**config.mk**
```make
export PLATFORM = sky130hd
export DESIGN_NAME = exe_back_flat
export DESIGN_NICKNAME = d
export VERILOG_FILES = /design/src/hdl/exe_pkg.sv /design/src/hdl/exe_bypass_if.sv /design/src/hdl/exe_back.sv /design/src/flat_wrapper.sv
export SDC_FILE = /design/constraint.sdc
export NUM_CORES = 1
export LEC_CHECK = 0
export CORE_AREA = 2 2 239 241
export DETAILED_ROUTE_END_ITERATION = 7
export DIE_AREA = 0 0 241 243
export DONT_BUFFER_PORTS = 1
export GPL_TIMING_DRIVEN = 0
export PLACE_DENSITY = 0.3
export SETUP_SLACK_MARGIN = 0.1
export SLEW_MARGIN = 20
export SYNTH_ARGS = -nofsm -noshare
export SYNTH_HDL_FRONTEND = slang
export SYNTH_SLANG_ARGS = --single-unit
```
**constraint.sdc**
```tcl
create_clock -name vclk -period 13.3
set_input_delay 2.66 -clock vclk [all_inputs]
set_output_delay 2.66 -clock vclk [all_outputs]
set_load 0.03 [all_outputs]
```
**src/hdl/exe_pkg.sv**
```systemverilog
package exe_pkg;

    localparam int xlen = 32;
    localparam int pp_w = 34;   // 17x17 signed partial product

    typedef logic [4:0] reg_addr_t;

    typedef enum logic [1:0] {
        kind_alu    = 2'd0,
        kind_mul    = 2'd1,
        kind_branch = 2'd2
    } kind_t;

    typedef enum logic [3:0] {
        alu_add  = 4'd0,
        alu_sub  = 4'd1,
        alu_slt  = 4'd2,
        alu_sltu = 4'd3,
        alu_and  = 4'd4,
        alu_or   = 4'd5,
        alu_xor  = 4'd6,
        alu_nor  = 4'd7,
        alu_sll  = 4'd8,
        alu_srl  = 4'd9,
        alu_sra  = 4'd10,
        alu_lui  = 4'd11
    } alu_op_t;

    typedef enum logic [3:0] {
        br_jirl = 4'b0011,
        br_b    = 4'b0100,
        br_bl   = 4'b0101,
        br_beq  = 4'b0110,
        br_bne  = 4'b0111,
        br_blt  = 4'b1000,
        br_bge  = 4'b1001,
        br_bltu = 4'b1010,
        br_bgeu = 4'b1011
    } br_cond_t;

    typedef struct packed {
        kind_t    kind;
        alu_op_t  alu_op;
        br_cond_t cond;
        logic     use_imm;     // imm replaces source 1
        logic     mul_hi;
        logic     mul_usign;
    } uop_t;

    typedef struct packed {
        logic            en;
        reg_addr_t       rd;
        logic [xlen-1:0] data;
    } lane_res_t;

    // pp[3] hi*hi, pp[2] hi*lo, pp[1] lo*hi, pp[0] lo*lo
    typedef struct packed {
        logic [3:0][pp_w-1:0] pp;
        logic                 mul_hi;
    } part_prod_t;

    typedef struct packed {
        lane_res_t       lane0;
        lane_res_t       lane1;
        logic            is_mul;
        part_prod_t      prod;
        logic [xlen-1:0] pc;
    } front_slot_t;

    typedef struct packed {
        lane_res_t       lane0;
        lane_res_t       lane1;
        logic [xlen-1:0] pc;
    } wb_slot_t;

endpackage

```
**src/hdl/exe_bypass_if.sv**
```systemverilog
interface exe_bypass_if import exe_pkg::*; ();

    // en already qualified by the entry's valid
    lane_res_t s1_lane0;
    lane_res_t s1_lane1;
    logic      s1_mul_pending;    // lane 0 of stage 1 still needs the merge
    lane_res_t s2_lane0;
    lane_res_t s2_lane1;

    modport src (
        output s1_lane0,
        output s1_lane1,
        output s1_mul_pending,
        output s2_lane0,
        output s2_lane1
    );

    modport sink (
        input s1_lane0,
        input s1_lane1,
        input s1_mul_pending,
        input s2_lane0,
        input s2_lane1
    );

endinterface

```
**src/hdl/exe_back.sv**
```systemverilog
module exe_back import exe_pkg::*; (
    input  logic        in_valid,
    output logic        in_ready,
    input  front_slot_t in_slot,
    output logic        out_valid,
    input  logic        out_ready,
    output wb_slot_t    out_slot,
    input  wb_slot_t    wb_view,
    input  logic        wb_view_valid,
    exe_bypass_if.src   bypass
);

    logic signed [63:0] pp_hh, pp_hl, pp_lh, pp_ll;
    logic        [63:0] product;

    // sign extension to 64 bits happens on assignment
    assign pp_hh = $signed(in_slot.prod.pp[3]);
    assign pp_hl = $signed(in_slot.prod.pp[2]);
    assign pp_lh = $signed(in_slot.prod.pp[1]);
    assign pp_ll = $signed(in_slot.prod.pp[0]);

    assign product = (pp_hh <<< 32) + ((pp_hl + pp_lh) <<< 16) + pp_ll;

    always_comb begin
        out_slot.lane0 = in_slot.lane0;
        out_slot.lane1 = in_slot.lane1;
        out_slot.pc    = in_slot.pc;
        if (in_slot.is_mul) begin
            out_slot.lane0.data = in_slot.prod.mul_hi ? product[63:32] : product[31:0];
        end
    end

    assign out_valid = in_valid;
    assign in_ready  = out_ready;

    // stage 1 view, lane 0 data is only meaningful for non multiply ops
    always_comb begin
        bypass.s1_lane0         = in_slot.lane0;
        bypass.s1_lane0.en      = in_valid && in_slot.lane0.en;
        bypass.s1_lane1         = in_slot.lane1;
        bypass.s1_lane1.en      = in_valid && in_slot.lane1.en;
        bypass.s1_mul_pending   = in_valid && in_slot.is_mul;
    end

    always_comb begin
        bypass.s2_lane0    = wb_view.lane0;
        bypass.s2_lane0.en = wb_view_valid && wb_view.lane0.en;
        bypass.s2_lane1    = wb_view.lane1;
        bypass.s2_lane1.en = wb_view_valid && wb_view.lane1.en;
    end

endmodule

```
**src/flat_wrapper.sv**
```systemverilog
// flat-port wrapper written by rule: the top's interface ports become plain ports
module exe_back_flat import exe_pkg::*;
  (in_valid, in_ready, in_slot, out_valid, out_ready, out_slot, wb_view, wb_view_valid, bypass_s1_lane0, bypass_s1_lane1, bypass_s1_mul_pending, bypass_s2_lane0, bypass_s2_lane1);
  exe_bypass_if bypass_i ();
  input  logic in_valid;
  output logic in_ready;
  input  front_slot_t in_slot;
  output logic out_valid;
  input  logic out_ready;
  output wb_slot_t out_slot;
  input  wb_slot_t wb_view;
  input  logic wb_view_valid;
  output wire logic [$bits(bypass_i.s1_lane0)-1:0] bypass_s1_lane0;
  output wire logic [$bits(bypass_i.s1_lane1)-1:0] bypass_s1_lane1;
  output wire logic [$bits(bypass_i.s1_mul_pending)-1:0] bypass_s1_mul_pending;
  output wire logic [$bits(bypass_i.s2_lane0)-1:0] bypass_s2_lane0;
  output wire logic [$bits(bypass_i.s2_lane1)-1:0] bypass_s2_lane1;
  assign bypass_s1_lane0 = bypass_i.s1_lane0;
  assign bypass_s1_lane1 = bypass_i.s1_lane1;
  assign bypass_s1_mul_pending = bypass_i.s1_mul_pending;
  assign bypass_s2_lane0 = bypass_i.s2_lane0;
  assign bypass_s2_lane1 = bypass_i.s2_lane1;
  exe_back u_core (.in_valid(in_valid), .in_ready(in_ready), .in_slot(in_slot), .out_valid(out_valid), .out_ready(out_ready), .out_slot(out_slot), .wb_view(wb_view), .wb_view_valid(wb_view_valid), .bypass(bypass_i));
endmodule
```
==> key figures <==
Placed design
  – DP HPWL: 34.0 mm
  – PortBufs: 0
  – RD Place Congestion: 0.780
  – Post-DP Area: a little over 9000 um^2
  – DP Cell Count: 1902

Global routing
  – Antenna violations before repair: 11
  – Pin count of the biggest net entering global routing: 31
  – First-pass GRT wire length: 49.9 mm
  – Gr usage total: 11.6%
  – Grt total ovfl: 0
  – Vias in the first global route: approximately 7300

Layout
  – Seq Cell Count: 0
  – Layout cell share with drive strength beyond 1: 22.2%
  – Utilization after layout: 16.2%
  – CLK BUF: 0
  – Register area: 0 um^2
  – Post-route cell area: 9050 um^2
  – Total Nets Final: 1635
  – Fill cells: 6495
  – Area delta synth->final: 11.8%
  – Layout Cells excl Fill: 1903

Yosys
  – Cell taking the most area after synthesis: buf_4
  – Distinct cells, synth: 71
  – Syn_area_per_cell: about 7.1 um^2
  – Share of the synthesized area in the top cell type: 21.1%
  – Mapped Cells: about 1100
  – Ranking of synthesized cells by area: buf_4 21%, ha_1 15%, fa_1 8.2%
  – Synthesized Nets: between 1500 and 2000
  – Syn. warnings: 0
  – Most frequent cell after synthesis: buf_4
  – Most instantiated cells after synthesis: 228 x buf_4, 122 x inv_1, 110 x a21oi_1
  – Post-synthesis cell area: roughly 8100 um^2
  – Register area share after synthesis: 0%

Die
  – Die ar.: around 60000 um^2
  – Initial core utilization: 14.5%
  – Row count: 87
  – I/O pins: 620
  – Core area: 56000 um^2
  – Die Width: roughly 240 um
  – Die Height: 243 um

Worst setup path
  – Startpoint types: input port
  – Arrival @ worst endpoint: 9.81 ns
  – Crit path max-delay family: compound AO/OA/AOI/OAI gates
  – Worst Path Required: 10.64 ns
  – Most used cell, CP: a21o_1
  – CP Class: input port to output port
  – Setup crit end kind: output port
  – CP bufs+invs: 4
  – CP max stage delay: 1.06 ns
  – Critical Path Stages: 25
  – CP Max Fanout: 13
  – CP max-delay cell: a221oi_1

Drt
  – Final WL: about 37 mm
  – Wire per inst: 19.4 um
  – Iter 0 DRT Violations: 294
  – Detailed-router iteration count before antenna repair: 4
  – Via/cell ratio: 3.95
  – Via Count: roughly 7500
  – # DRC: 0
  – ANT nets after route: 0

STA
  – Final Hold Fails: 0
  – Slew margin rel.: 25.1%
  – Final Cycle Share: 93.8%
  – Worst-Margin Slew: between 1 and 1.5 ns
  – Final worst path period need: around 12 ns
  – Final Max Tran Viols: 0
  – Setup TNS: 0 ns
  – Count of final setup violators: 0
  – Max Freq: 0.0802 GHz
  – RSZ-0062 raised after global routing: no

Clock tree
  – Cts hold-fix bufs: 0
  – Setup bufs post-CTS: 0
  – CTS resizes: 0

Outcome
  – Status: complete, no violations

Pwr
  – LEAKAGE: 0.00434 uW
  – Worst vdd ir: around 0.028 mV
  – PD cells: 121 nW/um^2
  – Post-layout power: 1100 uW

Min path
  – WHS Path Cells: 1
  – Hold Crit Class: input port to output port

Run
  – Max_cap viols: 0
-- layer usage --
| metal | share of wire (%) | track usage (%) | routed length (um) | vias to the layer above |
|---|---|---|---|---|
| met5 | 0.37 | 0 | 138 | - |
| met4 | 0.39 | 0.363 | 144 | 20 |
| met3 | 7.9 | 2.59 | 2910 | 24 |
| met2 | 48 | 20.5 | 17800 | 334 |
| met1 | 43 | 15.0 | 15800 | 3454 |
| li1 | - | - | - | 3676 |
-- kinds of logic after synthesis --
group                      Yosys count  share of synthesized area (%)
muxes                               21                           2.63
buffers and inverters              379                           28.3
adders and majority gates          130                           23.2
AOI/OAI and AO/OA                  291                           23.2
and+or+nand+nor                    256                           15.3
xor gates and xnor gates            69                           7.47
-- area by class of cell --
type | count | area [um^2] | area share [%]
Multi-Input combinational cell | 767 | 5810 | 64.2
Buffer | 256 | 1830 | 20.2
Tap cell | 756 | 946 | 10.4
Inverter | 123 | 464 | 5.13
Antenna cell | 1 | 2.50 | 0.0276
-- worst paths after layout --
| kind | start | to | slack (ns) |
|---|---|---|---|
| setup / recovery | in_slot[67] | out_slot[100] | 0.83 |
| hold / removal | wb_view[84] | bypass_s2_lane0[14] | 5.45 |
-- power breakdown --
part	switching (uW)	leakage, uW	internal, uW
Combinational	741	0.00434	356
Clock	0	0.00000000634	0.0000101
Sequential	0	0	0
-- metrics by stage --
step,hold slack (ns),worst slack [ns]
2_1_floorplan,5.45,2.69
3_3_place_gp,5.45,0.624
3_5_place_dp,5.45,0.644
4_1_cts,5.45,0.596
5_1_grt,5.45,0.327
6_report,5.45,0.831
-- placed cells by master (no fill, tap or decap), drive strengths merged, types with 33 or more instances in the layout --
cell,n
buf,235
inv,122
a21oi,111
ha,97
nor2,82
nand2,69
o21ai,52
xnor2,43
a21o,40
fa,33
(Power assumes the default switching activity.)
