### src/hdl/exe_pkg.sv
package exe_pkg;

    localparam int xlen = 32;
    localparam int pp_w = 34;   // 17x17 signed partial product

    typedef logic [4:0] reg_addr_t;

    typedef enum logic [1:0] {
        kind_alu    = 2'd0,
        kind_mul    = 2'd1,
        kind_branch = 2'd2
    } kind_t;

    typedef enum logic [3:0] {
        alu_add  = 4'd0,
        alu_sub  = 4'd1,
        alu_slt  = 4'd2,
        alu_sltu = 4'd3,
        alu_and  = 4'd4,
        alu_or   = 4'd5,
        alu_xor  = 4'd6,
        alu_nor  = 4'd7,
        alu_sll  = 4'd8,
        alu_srl  = 4'd9,
        alu_sra  = 4'd10,
        alu_lui  = 4'd11
    } alu_op_t;

    typedef enum logic [3:0] {
        br_jirl = 4'b0011,
        br_b    = 4'b0100,
        br_bl   = 4'b0101,
        br_beq  = 4'b0110,
        br_bne  = 4'b0111,
        br_blt  = 4'b1000,
        br_bge  = 4'b1001,
        br_bltu = 4'b1010,
        br_bgeu = 4'b1011
    } br_cond_t;

    typedef struct packed {
        kind_t    kind;
        alu_op_t  alu_op;
        br_cond_t cond;
        logic     use_imm;     // imm replaces source 1
        logic     mul_hi;
        logic     mul_usign;
    } uop_t;

    typedef struct packed {
        logic            en;
        reg_addr_t       rd;
        logic [xlen-1:0] data;
    } lane_res_t;

    // pp[3] hi*hi, pp[2] hi*lo, pp[1] lo*hi, pp[0] lo*lo
    typedef struct packed {
        logic [3:0][pp_w-1:0] pp;
        logic                 mul_hi;
    } part_prod_t;

    typedef struct packed {
        lane_res_t       lane0;
        lane_res_t       lane1;
        logic            is_mul;
        part_prod_t      prod;
        logic [xlen-1:0] pc;
    } front_slot_t;

    typedef struct packed {
        lane_res_t       lane0;
        lane_res_t       lane1;
        logic [xlen-1:0] pc;
    } wb_slot_t;

endpackage

### src/hdl/exe_bypass_if.sv
interface exe_bypass_if import exe_pkg::*; ();

    // en already qualified by the entry's valid
    lane_res_t s1_lane0;
    lane_res_t s1_lane1;
    logic      s1_mul_pending;    // lane 0 of stage 1 still needs the merge
    lane_res_t s2_lane0;
    lane_res_t s2_lane1;

    modport src (
        output s1_lane0,
        output s1_lane1,
        output s1_mul_pending,
        output s2_lane0,
        output s2_lane1
    );

    modport sink (
        input s1_lane0,
        input s1_lane1,
        input s1_mul_pending,
        input s2_lane0,
        input s2_lane1
    );

endinterface

### src/hdl/exe_alu.sv
module exe_alu import exe_pkg::*; (
    input  alu_op_t         op,
    input  logic [xlen-1:0] a,
    input  logic [xlen-1:0] b,
    output logic [xlen-1:0] result
);

    logic [4:0] shamt;

    assign shamt = b[4:0];

    always_comb begin
        case (op)
            alu_add: begin
                result = a + b;
            end
            alu_sub: begin
                result = a - b;
            end
            alu_slt: begin
                result = {{(xlen-1){1'b0}}, $signed(a) < $signed(b)};
            end
            alu_sltu: begin
                result = {{(xlen-1){1'b0}}, a < b};
            end
            alu_and: begin
                result = a & b;
            end
            alu_or: begin
                result = a | b;
            end
            alu_xor: begin
                result = a ^ b;
            end
            alu_nor: begin
                result = ~(a | b);
            end
            alu_sll: begin
                result = a << shamt;
            end
            alu_srl: begin
                result = a >> shamt;
            end
            alu_sra: begin
                result = $signed(a) >>> shamt;
            end
            alu_lui: begin
                result = b << 12;    // imm already in b
            end
            default: begin
                result = '0;
            end
        endcase
    end

endmodule

### src/hdl/exe_branch.sv
module exe_branch import exe_pkg::*; (
    input  br_cond_t        cond,
    input  logic [xlen-1:0] pc,
    input  logic [xlen-1:0] pc_next,
    input  logic [xlen-1:0] imm,
    input  logic [xlen-1:0] src0,
    input  logic [xlen-1:0] src1,
    output logic            taken,
    output logic [xlen-1:0] target,
    output logic [xlen-1:0] link,
    output logic            mispredict
);

    logic [xlen-1:0] base;
    logic [xlen-1:0] next_pc;

    always_comb begin
        case (cond)
            br_jirl, br_b, br_bl: begin
                taken = 1'b1;
            end
            br_beq: begin
                taken = src0 == src1;
            end
            br_bne: begin
                taken = src0 != src1;
            end
            br_blt: begin
                taken = $signed(src0) < $signed(src1);
            end
            br_bge: begin
                taken = $signed(src0) >= $signed(src1);
            end
            br_bltu: begin
                taken = src0 < src1;
            end
            br_bgeu: begin
                taken = src0 >= src1;
            end
            default: begin
                taken = 1'b0;
            end
        endcase
    end

    assign base    = (cond == br_jirl) ? src0 : pc;  // jirl is register relative
    assign target  = base + imm;
    assign link    = pc + xlen'(4);
    assign next_pc = taken ? target : link;

    // predictor guessed pc_next at fetch
    assign mispredict = next_pc != pc_next;

endmodule

### src/hdl/exe_front.sv
module exe_front import exe_pkg::*; (
    input  logic            clk,
    input  logic            rstn,
    input  logic            in_valid,
    output logic            in_ready,
    input  logic            lane0_en,
    input  uop_t            lane0_uop,
    input  reg_addr_t       lane0_rd,
    input  reg_addr_t       lane0_rj,
    input  reg_addr_t       lane0_rk,
    input  logic [xlen-1:0] lane0_imm,
    input  logic [xlen-1:0] lane0_pc,
    input  logic [xlen-1:0] lane0_pc_next,
    input  logic [xlen-1:0] lane0_src0,
    input  logic [xlen-1:0] lane0_src1,
    input  logic            lane1_en,
    input  uop_t            lane1_uop,
    input  reg_addr_t       lane1_rd,
    input  reg_addr_t       lane1_rj,
    input  reg_addr_t       lane1_rk,
    input  logic [xlen-1:0] lane1_imm,
    input  logic [xlen-1:0] lane1_src0,
    input  logic [xlen-1:0] lane1_src1,
    exe_bypass_if.sink      bypass,
    output logic            out_valid,
    input  logic            out_ready,
    output front_slot_t     out_slot,
    output logic            redirect_valid,
    output logic [xlen-1:0] redirect_pc,
    output logic            branch_taken
);

    logic [xlen-1:0] l0_a, l0_b, l1_a, l1_b;
    logic [xlen-1:0] alu0_b, alu1_b, alu0_res, alu1_res;
    logic            stall, fire, is_br, is_mul;
    logic            br_taken, br_mispredict;
    logic [xlen-1:0] br_target, br_link;
    logic [32:0]     a33, b33;
    logic signed [16:0] a_hi, a_lo, b_hi, b_lo;

    function automatic logic hit(input lane_res_t l, input reg_addr_t r);
        return l.en && (l.rd != '0) && (l.rd == r);
    endfunction

    // newest producer first, lane 1 is younger than lane 0
    function automatic logic [xlen-1:0] fwd(input reg_addr_t r, input logic [xlen-1:0] rf);
        if (hit(bypass.s1_lane1, r)) return bypass.s1_lane1.data;
        if (hit(bypass.s1_lane0, r)) return bypass.s1_lane0.data;
        if (hit(bypass.s2_lane1, r)) return bypass.s2_lane1.data;
        if (hit(bypass.s2_lane0, r)) return bypass.s2_lane0.data;
        return rf;
    endfunction

    function automatic logic mul_hit(input reg_addr_t r);
        return bypass.s1_mul_pending && hit(bypass.s1_lane0, r) && !hit(bypass.s1_lane1, r);
    endfunction

    always_comb begin
        l0_a  = fwd(lane0_rj, lane0_src0);
        l0_b  = fwd(lane0_rk, lane0_src1);
        l1_a  = fwd(lane1_rj, lane1_src0);
        l1_b  = fwd(lane1_rk, lane1_src1);
        stall = (lane0_en && (mul_hit(lane0_rj) || mul_hit(lane0_rk)))
             || (lane1_en && (mul_hit(lane1_rj) || mul_hit(lane1_rk)));
    end

    assign out_valid = in_valid && !stall;
    assign in_ready  = out_ready && !stall;
    assign fire      = in_valid && in_ready;

    assign alu0_b = lane0_uop.use_imm ? lane0_imm : l0_b;
    assign alu1_b = lane1_uop.use_imm ? lane1_imm : l1_b;

    exe_alu u_alu0 (.op(lane0_uop.alu_op), .a(l0_a), .b(alu0_b), .result(alu0_res));
    exe_alu u_alu1 (.op(lane1_uop.alu_op), .a(l1_a), .b(alu1_b), .result(alu1_res));

    exe_branch u_branch (
        .cond       (lane0_uop.cond),
        .pc         (lane0_pc),
        .pc_next    (lane0_pc_next),
        .imm        (lane0_imm),
        .src0       (l0_a),
        .src1       (l0_b),
        .taken      (br_taken),
        .target     (br_target),
        .link       (br_link),
        .mispredict (br_mispredict)
    );

    assign is_br  = lane0_en && (lane0_uop.kind == kind_branch);
    assign is_mul = lane0_en && (lane0_uop.kind == kind_mul);

    assign redirect_valid = fire && is_br && br_mispredict;
    assign redirect_pc    = br_taken ? br_target : br_link;
    assign branch_taken   = fire && is_br && br_taken;

    // 33-bit operands so one signed multiplier covers both signednesses
    assign a33  = {!lane0_uop.mul_usign && l0_a[xlen-1], l0_a};
    assign b33  = {!lane0_uop.mul_usign && l0_b[xlen-1], l0_b};
    assign a_hi = a33[32:16];
    assign a_lo = {1'b0, a33[15:0]};
    assign b_hi = b33[32:16];
    assign b_lo = {1'b0, b33[15:0]};

    always_comb begin
        out_slot.lane0.rd   = lane0_rd;
        out_slot.lane0.en   = lane0_en;
        out_slot.lane0.data = alu0_res;
        if (lane0_uop.kind == kind_mul) begin
            out_slot.lane0.data = '0;   // filled by the merge
        end else if (lane0_uop.kind == kind_branch) begin
            out_slot.lane0.data = br_link;
            out_slot.lane0.en   = lane0_en
                && (lane0_uop.cond == br_bl || lane0_uop.cond == br_jirl);
        end
        out_slot.lane1.en    = lane1_en && !(is_br && br_mispredict);
        out_slot.lane1.rd    = lane1_rd;
        out_slot.lane1.data  = alu1_res;
        out_slot.is_mul      = is_mul;
        out_slot.prod.pp[3]  = a_hi * b_hi;
        out_slot.prod.pp[2]  = a_hi * b_lo;
        out_slot.prod.pp[1]  = a_lo * b_hi;
        out_slot.prod.pp[0]  = a_lo * b_lo;
        out_slot.prod.mul_hi = lane0_uop.mul_hi;
        out_slot.pc          = lane0_pc;
    end

    a_redirect_kills_lane1: assert property (@(posedge clk) disable iff (!rstn)
        redirect_valid |=> !bypass.s1_lane1.en)
        else $error("lane 1 of a mispredicted bundle reached stage 1");

endmodule

### src/flat_wrapper.sv
// flat-port wrapper written by rule: the top's interface ports become plain ports
module exe_front_flat import exe_pkg::*;
  (clk, rstn, in_valid, in_ready, lane0_en, lane0_uop, lane0_rd, lane0_rj, lane0_rk, lane0_imm, lane0_pc, lane0_pc_next, lane0_src0, lane0_src1, lane1_en, lane1_uop, lane1_rd, lane1_rj, lane1_rk, lane1_imm, lane1_src0, lane1_src1, out_valid, out_ready, out_slot, redirect_valid, redirect_pc, branch_taken, bypass_s1_lane0, bypass_s1_lane1, bypass_s1_mul_pending, bypass_s2_lane0, bypass_s2_lane1);
  exe_bypass_if bypass_i ();
  input  logic clk;
  input  logic rstn;
  input  logic in_valid;
  output logic in_ready;
  input  logic lane0_en;
  input  uop_t lane0_uop;
  input  reg_addr_t lane0_rd;
  input  reg_addr_t lane0_rj;
  input  reg_addr_t lane0_rk;
  input  logic [xlen-1:0] lane0_imm;
  input  logic [xlen-1:0] lane0_pc;
  input  logic [xlen-1:0] lane0_pc_next;
  input  logic [xlen-1:0] lane0_src0;
  input  logic [xlen-1:0] lane0_src1;
  input  logic lane1_en;
  input  uop_t lane1_uop;
  input  reg_addr_t lane1_rd;
  input  reg_addr_t lane1_rj;
  input  reg_addr_t lane1_rk;
  input  logic [xlen-1:0] lane1_imm;
  input  logic [xlen-1:0] lane1_src0;
  input  logic [xlen-1:0] lane1_src1;
  output logic out_valid;
  input  logic out_ready;
  output front_slot_t out_slot;
  output logic redirect_valid;
  output logic [xlen-1:0] redirect_pc;
  output logic branch_taken;
  input wire logic [$bits(bypass_i.s1_lane0)-1:0] bypass_s1_lane0;
  input wire logic [$bits(bypass_i.s1_lane1)-1:0] bypass_s1_lane1;
  input wire logic [$bits(bypass_i.s1_mul_pending)-1:0] bypass_s1_mul_pending;
  input wire logic [$bits(bypass_i.s2_lane0)-1:0] bypass_s2_lane0;
  input wire logic [$bits(bypass_i.s2_lane1)-1:0] bypass_s2_lane1;
  assign bypass_i.s1_lane0 = bypass_s1_lane0;
  assign bypass_i.s1_lane1 = bypass_s1_lane1;
  assign bypass_i.s1_mul_pending = bypass_s1_mul_pending;
  assign bypass_i.s2_lane0 = bypass_s2_lane0;
  assign bypass_i.s2_lane1 = bypass_s2_lane1;
  exe_front u_core (.clk(clk), .rstn(rstn), .in_valid(in_valid), .in_ready(in_ready), .lane0_en(lane0_en), .lane0_uop(lane0_uop), .lane0_rd(lane0_rd), .lane0_rj(lane0_rj), .lane0_rk(lane0_rk), .lane0_imm(lane0_imm), .lane0_pc(lane0_pc), .lane0_pc_next(lane0_pc_next), .lane0_src0(lane0_src0), .lane0_src1(lane0_src1), .lane1_en(lane1_en), .lane1_uop(lane1_uop), .lane1_rd(lane1_rd), .lane1_rj(lane1_rj), .lane1_rk(lane1_rk), .lane1_imm(lane1_imm), .lane1_src0(lane1_src0), .lane1_src1(lane1_src1), .bypass(bypass_i), .out_valid(out_valid), .out_ready(out_ready), .out_slot(out_slot), .redirect_valid(redirect_valid), .redirect_pc(redirect_pc), .branch_taken(branch_taken));
endmodule
### config.mk
export PLATFORM = sky130hd
export DESIGN_NAME = exe_front_flat
export DESIGN_NICKNAME = d
export VERILOG_FILES = /design/src/hdl/exe_pkg.sv /design/src/hdl/exe_bypass_if.sv /design/src/hdl/exe_alu.sv /design/src/hdl/exe_branch.sv /design/src/hdl/exe_front.sv /design/src/flat_wrapper.sv
export SDC_FILE = /design/constraint.sdc
export NUM_CORES = 2
export LEC_CHECK = 0
export ABC_AREA = 1
export BUFFER_PORTS_ARGS = -buffer_cell sky130_fd_sc_hd__clkbuf_2
export CAP_MARGIN = 20
export CORE_MARGIN = 1
export CORE_UTILIZATION = 45
export DETAILED_ROUTE_END_ITERATION = 16
export PLACE_DENSITY_LB_ADDON = 0.2
export SLEW_MARGIN = 0
export SYNTH_ARGS = -nofsm -noshare
export SYNTH_HDL_FRONTEND = slang
export SYNTH_HIERARCHICAL = 1
export SYNTH_SLANG_ARGS = --single-unit
### constraint.sdc
create_clock -name vclk -period 14.4
set_clock_uncertainty 0.2 [all_clocks]
set_input_delay 1.44 -clock vclk [all_inputs]
set_output_delay 1.44 -clock vclk [all_outputs]
set_load 0.02 [all_outputs]
==> impl_metrics.toml <==
[route]
drtIter0Drc = 11400
drc_errors = 0
first_pass_iters = 7
vias = 87800
wl_um = 397000
wl_per_cell_um = 26.2
final_antenna_net_count = 0
vias_per_cell = 5.80

[timing]
final-hold-violation-count = 0
setup_violations = 0
holdWs_ns = 2.68
finalSetupTns_ns = 0
relSlewSlack_pct = 16.4
tightest_slew_ns = 1.25
slew_violations = 0
rsz0062_at_grt = "no"
max_freq_ghz = 0.0828
period_share_pct = 83.9
min_period_ns = 12.08

[logic_synthesis]
yosys_warnings = 6
syn_area_per_cell_um2 = 6.10
synth.largest_area_cell = "fa_1"
synthDominantCellAreaShare_pct = 25.7
syn_area_um2 = 76600
syn_inst = 12600
synthTopCellsByArea = "fa_1 26%, nand2_1 18%, inv_1 13%, ha_1 11%, nand3_1 7.5%"
synth.distinct_cells = 68
synth_seq_area_share_pct = 0

[global_route]
grt_pass1_vias = 83200
antenna_found_initial = 69
overflow = 0
grt_pass1_wl_um = 567000
grt_usage_pct = 44.8
grt_max_degree = 71

[critical_path]
crit_fanout = 37
slowest_stage = "buf_4"
crit_type = "in -> out"
cp_slowest_stage_delay_ns = 0.62
worstPathArrival_ns = 10.44
worst_setup_path_end_kind = "output pin"
required_ns = 12.76
startpoint_type = "input port"

[placement]
gp_congestion = 1.12
detailed_place_hpwl_um = 323000
io_buffer_count = 719

[final_layout]
nFlopsAndLatches = 0
final_util_pct = 48.0
nClkBuffers = 0
fin_nets = 15000
area_growth_pct = 6.01
fill_cells = 18100
drive_gt1_share_pct = 8.88
multiInputGateArea_um2 = 63200
seqCellArea_um2 = 0

[die]
start_util_pct = 45.3
die-width_um = 415
dieHeight_um = 415
dieArea_um2 = 172000
io_pins = 753
core_um2 = 169000
rows = 151

[outcome]
status = "finished clean"

[hold_path]
hp-class = "in -> out"

[clocking]
hold_buffers = 0
cts_setup_buffers = 0
ctsResizeCount = 0

[job]
cap_violations = 0
## cell type report
cell class | instances | share of cell area, %
antenna | 54 | 0.166
timing repair buffer | 885 | 5.99
multi-input combinational | 9238 | 77.8
inverter | 2733 | 12.6
tap | 2218 | 3.42
## routing by layer
metal / routed length (µm) / GRT usage [%] / vias to the layer above / part of all wire (%)
li1: - / - / 38800 / -
met4: 34400 / 32.0 / 34 / 8.7
met1: 151000 / 56.5 / 41900 / 38
met5: 210 / 0 / - / 0.053
met3: 47000 / 11.7 / 1217 / 12
met2: 165000 / 66.3 / 5770 / 41
## through the flow
| stage | setup slack, ns | cells | instance area (µm²) |
|---|---|---|---|
| 2_1_floorplan | 5.01 | 12600 | 76600 |
| 3_3_place_gp | 2.62 | 15100 | 81000 |
| 3_5_place_dp | 2.61 | 15100 | 81000 |
| 4_1_cts | 2.55 | 15100 | 81000 |
| 5_1_grt | 2.03 | 15100 | 81100 |
| 6_report | 2.32 | 15100 | 81200 |
## synthesized netlist by cell type, drive strengths merged, types with 31 or more instances
cell type	count
nor3	91
nand2	3728
nand3b	37
o21bai	36
xor2	151
ha	666
and2	31
nor4	32
nand3	1158
fa	982
a31oi	34
o22ai	40
o21ai	438
xnor2	101
clkbuf	146
a21oi	423
buf	442
inv	2729
nand4	87
o211ai	172
nor2	920
## cells in the final DEF (no fill, tap or decap), drive strengths merged, types with 25 or more instances in the layout
master / instances
nand2: 3728
inv: 2728
nand3: 1158
fa: 982
nor2: 920
clkbuf: 719
ha: 666
o21ai: 438
a21oi: 423
o211ai: 172
buf: 166
xor2: 151
xnor2: 101
nor3: 91
nand4: 87
diode: 54
o22ai: 40
nand3b: 37
o21bai: 36
a31oi: 34
nor4: 32
and2: 31
a21o: 25
## cell families after synthesis
family | after synthesis | share of synthesized area (%)
simple gates | 6104 | 33.3
buf+inv | 3321 | 17.8
fa+ha+maj | 1648 | 36.5
compound gates | 1224 | 9.37
xor+xnor | 252 | 2.88
mux | 8 | 0.116
other cells | 1 | 0.00489
## final timing paths
kind | from | depth (start not counted) | to
worst max-delay path | bypass_s2_lane1[33] | 37 | out_slot[164]
worst min-delay path | lane0_rd[4] | 0 | out_slot[244]
## worst max-delay path, delay by kind of cell
family | cells | cell delay (ns)
xor+xnor | 2 | 0.36
fa+ha+maj | 7 | 3.49
buf+inv | 12 | 3.03
simple gates | 16 | 2.02
Power is left out: the tool's default activity adds up to more than one toggle a clock period on the data nets, which glitch-free logic cannot reach.
